### config.mk
export PLATFORM = sky130hd
export DESIGN_NAME = conv_top
export DESIGN_NICKNAME = d
export VERILOG_FILES = /design/src/csr_pkg.sv /design/src/conv_pkg.sv /design/src/conv_top.sv /design/src/conv_csr.sv /design/src/conv_mac.sv /design/src/window_gen.sv /design/src/line_buffer.sv
export SDC_FILE = /design/constraint.sdc
export NUM_CORES = 2
export LEC_CHECK = 0
export BUFFER_PORTS_ARGS = -buffer_cell sky130_fd_sc_hd__buf_2
export CAP_MARGIN = 0
export CORE_MARGIN = 5
export CORE_UTILIZATION = 35
export CTS_CLUSTER_SIZE = 24
export DETAILED_ROUTE_END_ITERATION = 12
export PLACE_DENSITY = 0.59
export SLEW_MARGIN = 20
export SYNTH_ARGS = -nofsm -noshare
export SYNTH_HDL_FRONTEND = slang
export SYNTH_SLANG_ARGS = --single-unit
### constraint.sdc
create_clock -name clk -period 8 [get_ports clk]
set_input_delay 0.4 -clock clk [delete_from_list [all_inputs] [get_ports clk]]
set_output_delay 0.4 -clock clk [all_outputs]
set_load 0.02 [all_outputs]
### src/csr_pkg.sv
package csr_pkg;

  // byte address and data word of the register bus
  typedef logic [7:0]  addr_t;
  typedef logic [31:0] data_t;
  typedef logic [3:0]  strb_t;
  typedef logic [1:0]  resp_t;

  //////////////////////////////////////////////////
  // response codes
  localparam resp_t RESP_OKAY   = 2'b00;
  localparam resp_t RESP_SLVERR = 2'b10;

  //////////////////////////////////////////////////
  // register map
  // weight k lives at WEIGHT_BASE + 4k
  localparam addr_t WEIGHT_BASE = 8'h00;
  localparam addr_t CTRL_ADDR   = 8'h24;
  // read-only count, any write clears it
  localparam addr_t COUNT_ADDR  = 8'h28;

  // ctrl field positions
  localparam int CTRL_EN_BIT    = 0;
  localparam int CTRL_SHIFT_LSB = 4;

  // host to slave
  typedef struct packed {
    addr_t awaddr;
    logic  awvalid;
    data_t wdata;
    strb_t wstrb;
    logic  wvalid;
    logic  bready;
    addr_t araddr;
    logic  arvalid;
    logic  rready;
  } axil_req_t;

  // slave to host
  typedef struct packed {
    logic  awready;
    logic  wready;
    resp_t bresp;
    logic  bvalid;
    logic  arready;
    data_t rdata;
    resp_t rresp;
    logic  rvalid;
  } axil_rsp_t;

endpackage

### src/conv_pkg.sv
package conv_pkg;

  // window side, the multiplier tree is built for this
  localparam int KERNEL = 3;
  localparam int TAPS   = KERNEL * KERNEL;

  // grayscale sample
  typedef logic [7:0] pixel_t;

  // signed kernel coefficient
  typedef logic signed [7:0] weight_t;

  // one tap product, 9-bit zero-extended pixel times weight
  typedef logic signed [16:0] prod_t;

  // nine products summed
  typedef logic signed [19:0] acc_t;

  // right shift applied to the sum
  typedef logic [3:0] shift_t;

  // tap k = row*3 + column, row 0 on top, column 0 on the left
  typedef struct packed {
    pixel_t [TAPS-1:0] tap;
  } window_t;

  // same indexing as the window
  typedef struct packed {
    weight_t [TAPS-1:0] w;
  } kernel_t;

  typedef struct packed {
    kernel_t kernel;
    shift_t  shift;
    logic    enable;
  } conv_cfg_t;

endpackage
### src/conv_top.sv
`timescale 1ns/100ps

module conv_top #(
  parameter int IMAGE_WIDTH  = 8,
  parameter int IMAGE_HEIGHT = 6
) (
  input  logic               clk,
  input  logic               reset,
  input  csr_pkg::axil_req_t axil_req,
  output csr_pkg::axil_rsp_t axil_rsp,
  input  logic               pix_valid,
  input  conv_pkg::pixel_t   pix_data,
  output logic               out_valid,
  output conv_pkg::pixel_t   out_data
);

  conv_pkg::conv_cfg_t cfg;
  conv_pkg::window_t   window;
  logic                win_valid;

  // register slave, also counts results
  conv_csr u_csr (
    .clk         (clk),
    .reset       (reset),
    .axil_req    (axil_req),
    .axil_rsp    (axil_rsp),
    .result_valid(out_valid),
    .cfg         (cfg)
  );

  // 3x3 window from the raster stream
  window_gen #(
    .IMAGE_WIDTH (IMAGE_WIDTH),
    .IMAGE_HEIGHT(IMAGE_HEIGHT)
  ) u_window_gen (
    .clk      (clk),
    .reset    (reset),
    .pix_valid(pix_valid),
    .pix_data (pix_data),
    .enable   (cfg.enable),
    .win_valid(win_valid),
    .window   (window)
  );

  // two cycles from window to result
  conv_mac u_mac (
    .clk      (clk),
    .reset    (reset),
    .win_valid(win_valid),
    .window   (window),
    .kernel   (cfg.kernel),
    .shift    (cfg.shift),
    .out_valid(out_valid),
    .out_data (out_data)
  );

endmodule

### src/conv_csr.sv
`timescale 1ns/100ps

module conv_csr (
  input  logic                clk,
  input  logic                reset,
  input  csr_pkg::axil_req_t  axil_req,
  output csr_pkg::axil_rsp_t  axil_rsp,
  input  logic                result_valid,
  output conv_pkg::conv_cfg_t cfg
);

  typedef enum logic {wr_idle, wr_resp} wr_state_t;
  typedef enum logic {rd_idle, rd_data} rd_state_t;

  wr_state_t      wr_state;
  rd_state_t      rd_state;
  csr_pkg::data_t count;
  csr_pkg::resp_t bresp_q;
  csr_pkg::resp_t rresp_q;
  csr_pkg::data_t rdata_q;
  csr_pkg::data_t rd_word;
  csr_pkg::resp_t rd_resp;
  csr_pkg::addr_t wr_off;
  csr_pkg::addr_t rd_off;
  logic           wr_fire;
  logic           rd_fire;
  logic           count_clear;

  // offset inside the weight block, word aligned
  function automatic logic weight_hit(csr_pkg::addr_t off);
    return (off[1:0] == 2'b00) && (off < csr_pkg::addr_t'(4 * conv_pkg::TAPS));
  endfunction

  assign wr_off  = axil_req.awaddr - csr_pkg::WEIGHT_BASE;
  assign rd_off  = axil_req.araddr - csr_pkg::WEIGHT_BASE;
  assign wr_fire = (wr_state == wr_idle) && axil_req.awvalid && axil_req.wvalid;
  assign rd_fire = (rd_state == rd_idle) && axil_req.arvalid;

  //////////////////////////////////////////////////
  // write channel and config registers
  always_ff @(posedge clk) begin
    if (reset) begin
      wr_state <= wr_idle;
      bresp_q  <= csr_pkg::RESP_OKAY;
      cfg      <= '0;
    end else begin
      case (wr_state)
        wr_idle: begin
          if (wr_fire) begin
            wr_state <= wr_resp;
            bresp_q  <= csr_pkg::RESP_OKAY;
            if (weight_hit(wr_off)) begin
              // low byte only
              if (axil_req.wstrb[0]) begin
                cfg.kernel.w[wr_off[5:2]] <= axil_req.wdata[7:0];
              end
            end else if (axil_req.awaddr == csr_pkg::CTRL_ADDR) begin
              if (axil_req.wstrb[0]) begin
                cfg.enable <= axil_req.wdata[csr_pkg::CTRL_EN_BIT];
                cfg.shift  <= axil_req.wdata[csr_pkg::CTRL_SHIFT_LSB +: 4];
              end
            end else if (axil_req.awaddr != csr_pkg::COUNT_ADDR) begin
              bresp_q <= csr_pkg::RESP_SLVERR;
            end
          end
        end
        wr_resp: begin
          if (axil_req.bready) begin
            wr_state <= wr_idle;
          end
        end
        default: wr_state <= wr_idle;
      endcase
    end
  end

  // result counter, clear wins over a same-cycle increment
  assign count_clear = wr_fire && (axil_req.awaddr == csr_pkg::COUNT_ADDR);

  always_ff @(posedge clk) begin
    if (reset || count_clear) begin
      count <= '0;
    end else if (result_valid) begin
      count <= count + 1'b1;
    end
  end

  //////////////////////////////////////////////////
  // read channel
  always_comb begin
    rd_word = '0;
    rd_resp = csr_pkg::RESP_OKAY;
    if (weight_hit(rd_off)) begin
      rd_word = {24'b0, cfg.kernel.w[rd_off[5:2]]};
    end else if (axil_req.araddr == csr_pkg::CTRL_ADDR) begin
      rd_word = {24'b0, cfg.shift, 3'b0, cfg.enable};
    end else if (axil_req.araddr == csr_pkg::COUNT_ADDR) begin
      rd_word = count;
    end else begin
      rd_resp = csr_pkg::RESP_SLVERR;
    end
  end

  always_ff @(posedge clk) begin
    if (reset) begin
      rd_state <= rd_idle;
    end else begin
      case (rd_state)
        rd_idle: begin
          if (rd_fire) begin
            rd_state <= rd_data;
          end
        end
        rd_data: begin
          if (axil_req.rready) begin
            rd_state <= rd_idle;
          end
        end
        default: rd_state <= rd_idle;
      endcase
    end
  end

  // captured at the address handshake
  always_ff @(posedge clk) begin
    if (rd_fire) begin
      rdata_q <= rd_word;
      rresp_q <= rd_resp;
    end
  end

  always_comb begin
    axil_rsp.awready = wr_fire;
    axil_rsp.wready  = wr_fire;
    axil_rsp.bresp   = bresp_q;
    axil_rsp.bvalid  = (wr_state == wr_resp);
    axil_rsp.arready = (rd_state == rd_idle);
    axil_rsp.rdata   = rdata_q;
    axil_rsp.rresp   = rresp_q;
    axil_rsp.rvalid  = (rd_state == rd_data);
  end

endmodule

### src/conv_mac.sv
`timescale 1ns/100ps

module conv_mac (
  input  logic              clk,
  input  logic              reset,
  input  logic              win_valid,
  input  conv_pkg::window_t window,
  input  conv_pkg::kernel_t kernel,
  input  conv_pkg::shift_t  shift,
  output logic              out_valid,
  output conv_pkg::pixel_t  out_data
);

  conv_pkg::prod_t  prod_q [conv_pkg::TAPS];
  conv_pkg::acc_t   row_sum [conv_pkg::KERNEL];
  conv_pkg::acc_t   sum;
  conv_pkg::acc_t   scaled;
  conv_pkg::pixel_t clamped;
  logic             valid_q;

  // stage one, nine signed products
  always_ff @(posedge clk) begin
    for (int k = 0; k < conv_pkg::TAPS; k++) begin
      prod_q[k] <= $signed({1'b0, window.tap[k]}) * $signed(kernel.w[k]);
    end
  end

  // adder tree, one sum per window row then the total
  always_comb begin
    for (int r = 0; r < conv_pkg::KERNEL; r++) begin
      row_sum[r] = conv_pkg::acc_t'(prod_q[3*r])
                 + conv_pkg::acc_t'(prod_q[3*r+1])
                 + conv_pkg::acc_t'(prod_q[3*r+2]);
    end
    sum = row_sum[0] + row_sum[1] + row_sum[2];
  end

  // arithmetic shift, then clamp into pixel range
  always_comb begin
    scaled = sum >>> shift;
    if (scaled < 0) begin
      clamped = 8'h00;
    end else if (scaled > 255) begin
      clamped = 8'hff;
    end else begin
      clamped = scaled[7:0];
    end
  end

  // stage two
  always_ff @(posedge clk) begin
    out_data <= clamped;
  end

  // valid travels with the data
  always_ff @(posedge clk) begin
    if (reset) begin
      valid_q   <= 1'b0;
      out_valid <= 1'b0;
    end else begin
      valid_q   <= win_valid;
      out_valid <= valid_q;
    end
  end

endmodule

### src/window_gen.sv
`timescale 1ns/100ps

module window_gen #(
  parameter int IMAGE_WIDTH  = 8,
  parameter int IMAGE_HEIGHT = 6
) (
  input  logic              clk,
  input  logic              reset,
  input  logic              pix_valid,
  input  conv_pkg::pixel_t  pix_data,
  input  logic              enable,
  output logic              win_valid,
  output conv_pkg::window_t window
);

  localparam int COL_W = $clog2(IMAGE_WIDTH);
  localparam int ROW_W = $clog2(IMAGE_HEIGHT);
  // three column registers plus the line buffer make one image line
  localparam int DEPTH = IMAGE_WIDTH - conv_pkg::KERNEL;

  logic              accept;
  logic              enable_q;
  logic [COL_W-1:0]  col;
  logic [ROW_W-1:0]  row;
  conv_pkg::pixel_t  lb_row1_out;
  conv_pkg::pixel_t  lb_row0_out;
  conv_pkg::window_t win_q;

  assign accept = pix_valid && enable;

  //////////////////////////////////////////////////
  // row delay lines
  // row 2 left tap into row 1 right tap
  line_buffer #(
    .DEPTH(DEPTH)
  ) u_lb_row1 (
    .clk     (clk),
    .reset   (reset),
    .valid_in(accept),
    .data_in (win_q.tap[6]),
    .data_out(lb_row1_out)
  );

  // row 1 left tap into row 0 right tap
  line_buffer #(
    .DEPTH(DEPTH)
  ) u_lb_row0 (
    .clk     (clk),
    .reset   (reset),
    .valid_in(accept),
    .data_in (win_q.tap[3]),
    .data_out(lb_row0_out)
  );

  //////////////////////////////////////////////////
  // column registers, data moves right to left
  always_ff @(posedge clk) begin
    if (accept) begin
      win_q.tap[8] <= pix_data;
      win_q.tap[7] <= win_q.tap[8];
      win_q.tap[6] <= win_q.tap[7];
      win_q.tap[5] <= lb_row1_out;
      win_q.tap[4] <= win_q.tap[5];
      win_q.tap[3] <= win_q.tap[4];
      win_q.tap[2] <= lb_row0_out;
      win_q.tap[1] <= win_q.tap[2];
      win_q.tap[0] <= win_q.tap[1];
    end
  end

  //////////////////////////////////////////////////
  // position of the next pixel in the frame
  always_ff @(posedge clk) begin
    if (reset) begin
      enable_q  <= 1'b0;
      col       <= '0;
      row       <= '0;
      win_valid <= 1'b0;
    end else begin
      enable_q <= enable;
      // only windows fully inside the image
      win_valid <= accept && (row >= conv_pkg::KERNEL - 1) && (col >= conv_pkg::KERNEL - 1);
      if (enable_q && !enable) begin
        // disable restarts the frame
        col <= '0;
        row <= '0;
      end else if (accept) begin
        if (col == COL_W'(IMAGE_WIDTH - 1)) begin
          col <= '0;
          row <= (row == ROW_W'(IMAGE_HEIGHT - 1)) ? '0 : row + 1'b1;
        end else begin
          col <= col + 1'b1;
        end
      end
    end
  end

  assign window = win_q;

endmodule

### src/line_buffer.sv
`timescale 1ns/100ps

module line_buffer #(
  parameter int DEPTH = 5
) (
  input  logic             clk,
  input  logic             reset,
  input  logic             valid_in,
  input  conv_pkg::pixel_t data_in,
  output conv_pkg::pixel_t data_out
);

  // chain[0] is the newest entry
  conv_pkg::pixel_t chain [DEPTH];

  // shifts only on accepted pixels, so idle cycles leave the line intact
  always_ff @(posedge clk) begin
    if (reset) begin
      for (int i = 0; i < DEPTH; i++) begin
        chain[i] <= '0;
      end
    end else if (valid_in) begin
      chain[0] <= data_in;
      for (int i = 1; i < DEPTH; i++) begin
        chain[i] <= chain[i-1];
      end
    end
  end

  // oldest entry
  assign data_out = chain[DEPTH-1];

endmodule

==> flow_metrics.py <==
metrics = {
    "sta": {
        "hold_violations": 0,
        "max_clock_freq_ghz": 0.145,
        "fin_hold_ws_ns": 0.0410,
        "post-route-min-period_ns": 6.90,
        "finalCritPeriodShare_pct": 86.2,
        "finalSetupViolations": 0,
        "tns_ns": 0,
        "maxSlewViolCount": 0,
        "rsz0062_at_grt": "false",
        "slew_headroom_pct": 32.3,
        "clock_skew_ns": 0.0513,
        "worst_slew_pin_slew_ns": 1.01,
    },
    "drt": {
        "vias_per_cell": 4.88,
        "antenna_left": 0,
        "wl_mm": 96.5,
        "drc": 0,
        "drtIter0Drc": 1670,
        "drt_first_pass_iters": 5,
        "vias": 27600,
        "wl_per_cell_microns": 17.1,
    },
    "placed_design": {
        "place_hpwl_mm": 75.8,
        "gp_congestion": 0.873,
        "placed_area_sq_um": 41600,
        "io_buffers": 88,
    },
    "clocking": {
        "clock_sinks": 468,
        "cts.root.buffer_cell": "clkbuf_16",
        "ctsHtreeMaxLevel": 2,
        "clkTransAtPathRegs_ns": 0.06,
        "cts.repair.resized": 0,
        "clockBufferDepth": 3,
        "clk_latency_ns": 0.64,
        "cts_tree": "done",
        "cts_made_buffers": 54,
    },
    "critical_path": {
        "crit_path_max_incr_delay_ns": 0.58,
        "path_cells": "fa_1 > ha_1 > a21o_1 > a21oi_1 > o21ai_0 > a211oi_1 > o31ai_1 > o311ai_0 > a21oi_1 > o21ai_0 > o31ai_1 > fa_1 > inv_1 > ha_1 > a21oi_1 > nor2b_1 > nor4_1 > and3_1 > nor3_1 > o311ai_0 > o2111ai_1 > a2111oi_4 > a311oi_1",
        "end_kind": "flip-flop",
        "crit_fanout": 13,
        "rrSetupSlack_ns": 1.10,
        "worstReg2RegStart": "u_mac.prod_q[0][2]",
        "cp_common_cell": "a21oi_1",
        "reg2reg_to": "u_mac.out_data[5]",
        "cp_data_required_time_ns": 8.45,
        "cp_slowest_cell": "a2111oi_4",
        "path_class": "flip-flop to flip-flop",
        "crit_buf_inv": 1,
        "start_kind": "flip-flop",
        "arrival_ns": 7.34,
        "worst_path_dominant_cell_family": "compound AO/OA/AOI/OAI gates",
        "r2r_cells": 23,
    },
    "yosys": {
        "seq_area_frac_synth_pct": 28.3,
        "syn_inst": 4052,
        "synth.top_cells.by_count": "562 x inv_1, 459 x ha_1, 429 x nand2_1",
        "synth_edf_count": 185,
        "synth_area_sq_um": 39700,
        "ys_seq_elements": 468,
        "synth-async-reset-ratio_pct": 0,
        "ys.flop_type": "dfxtp_1",
        "avgSynthCellArea_sq_um": 9.79,
        "ys_top_cells_by_area": "fa_1 21%, ha_1 14%, dfxtp_1 14%",
        "ys_warn_count": 0,
        "synth_top_area_cell": "fa_1",
        "synth_top_area_share_pct": 20.5,
        "synth.most_common_cell": "inv_1",
        "synth.distinct_cells": 80,
    },
    "pwr": {
        "leakage_uw": 0.0206,
        "vdd_drop_max_v": 0.000154,
        "combPwrFrac_pct": 2.3,
        "p_sw_uw": 1190,
        "seqPwrFrac_pct": 47.4,
        "p_sw_share_pct": 22.6,
        "p_clk_share_pct": 50.3,
        "p_per_area_nw_per_um2": 121,
        "internal_power_uw": 4090,
    },
    "worst_hold_path": {
        "whs_endpoint": "u_csr.rd_state",
        "min_from": "axil_req[1]",
        "hold_depth": 3,
        "worstHoldPathType": "input port to flip-flop",
    },
    "floorplan": {
        "die_y_microns": 347,
        "initial_core_util_pct": 35.2,
        "rows": 123,
        "dieWidth_microns": 347,
        "core_area_sq_um": 112000,
        "dieArea_sq_um": 120000,
        "io_pins": 118,
    },
    "global_routing": {
        "gr-total-overflow": 0,
        "grt_usage_pct": 15.9,
        "grt_max_degree": 83,
        "grt_pass1_vias": 27600,
        "antenna_found_initial": 10,
        "grt_pass1_wl_mm": 154,
    },
    "cells_and_area": {
        "final_cell_area_sq_um": 43700,
        "syn2layout_area_growth_pct": 10.1,
        "nets": 5034,
        "drive_gt1_share_pct": 5.91,
    },
    "flow_run": {
        "drv_cap": 0,
    },
    "run_status": {
        "status": "completed",
    },
}
-- power groups by stage --
stage,combinational [uW],sequential (uW),clock (uW)
finish,123,2500,2660
global route,132,2500,2840
CTS,124,2500,2730
detailed placement,119,2560,0
global placement,118,2560,0
floorplan,59.1,2570,0
-- cell usage in the layout, fill, tap and decap left out, types with 8 or more instances in the layout --
cell,netlist,final
inv_1,562,561
ha_1,459,459
nand2_1,429,429
fa_1,407,407
and2_1,332,332
dfxtp_1,283,283
nor2_1,236,235
edfxtp_1,185,185
a21oi_1,171,171
xnor2_1,111,111
and3_1,95,95
buf_2,3,87
o21ai_0,85,85
nand2b_1,71,70
xor2_1,57,57
clkbuf_16,0,55
nor3_1,52,52
nor2b_1,39,38
nand3_1,36,36
a21boi_0,28,28
mux2i_1,27,27
a21o_1,26,26
o41ai_1,19,19
nand4_1,18,18
mux4_2,18,18
o21a_1,17,17
a211oi_1,16,16
buf_4,6,14
o31ai_1,12,12
o31a_1,11,11
a31oi_1,11,11
clkinv_1,2,10
diode_2,0,9
clkinv_2,0,9
o21bai_1,9,9
o211ai_1,9,9
dlygate4sd3_1,0,9
a311oi_1,8,8
bufinv_16,0,8
-- layout make-up --
| cell class | count | area, sq um |
|---|---|---|
| diodes | 9 | 22.5 |
| clock buffers | 59 | 1420 |
| flip-flops and latches | 468 | 11200 |
| inverters | 564 | 2120 |
| multi-input cells | 2902 | 25900 |
| fillers | 11100 | 68800 |
| clock inverters | 43 | 514 |
| well taps | 1500 | 1880 |
| repair buffers | 110 | 631 |
-- per-layer routing --
layer,track usage (%),routed length (microns),up-vias
li1,-,-,13400
met1,22.4,44900,13500
met2,25.7,43400,601
met3,2.69,5640,118
met4,3.99,2530,2
met5,0,9,-
-- per-stage QoR --
step / setup WS (ns) / utilization (%) / total power [uW] / instances
6_report: 1.10 / 38.8 / 5290 / 5655
2_1_floorplan: 2.00 / - / 2630 / 4053
4_1_cts: 1.21 / 38.8 / 5360 / 5646
5_1_grt: 0.584 / 38.8 / 5470 / 5647
3_3_place_gp: 1.31 / 37.0 / 2670 / 5535
3_5_place_dp: 1.28 / 37.0 / 2670 / 5535
-- flip-flops by register name (all words and copies together), names as in the netlist, 8 cells and up --
signal / cells
u_window_gen.u_lb_row1.chain: 40
u_window_gen.u_lb_row0.chain: 40
u_window_gen.window: 72
u_mac.prod_q: 153
u_mac.out_data: 8
u_csr.rdata_q: 32
u_csr.count: 32
u_csr.cfg: 77
-- worst min-delay path: cells and delay by family --
family                 cells  cell delay [ns]
buffers and inverters      1             0.10
and+or+nand+nor            1             0.08
AOI/OAI and AO/OA          1             0.05
-- timing repair --
action,CTS,global route
buffers inserted,0,0
hold endpoints to repair,9,0
hold buffers,9,0
-- kinds of logic (layout without fill, tap and decap cells) --
group	count (synthesis)	after routing	synth area share [%]
AOI/OAI and AO/OA	468	468	7.63
buffers and inverters	683	776	6.55
xor gates and xnor gates	168	168	3.71
muxes	49	49	1.82
other	1	11	0.00946
adders and majority gates	866	866	35.0
DFF	468	468	28.3
and+or+nand+nor	1349	1349	17.0
-- how the worst max path moves through the flow --
| stage | startpoint | endpoint | slack (ns) | cells past startpoint |
|---|---|---|---|---|
| 6_report | u_mac.prod_q[0][2] | u_mac.out_data[5] | 1.10 | 23 |
| 5_1_grt | u_mac.prod_q[0][2] | u_mac.out_data[5] | 0.58 | 23 |
| 4_1_cts | u_mac.prod_q[0][2] | u_mac.out_data[4] | 1.21 | 22 |
| 3_5_place_dp | u_mac.prod_q[0][2] | u_mac.out_data[4] | 1.28 | 22 |
| 3_3_place_gp | u_mac.prod_q[0][2] | u_mac.out_data[4] | 1.31 | 22 |
| 2_1_floorplan | u_mac.prod_q[0][103] | u_mac.out_data[6] | 2.00 | 25 |
Note: power is estimated with default switching activity, not from simulation.
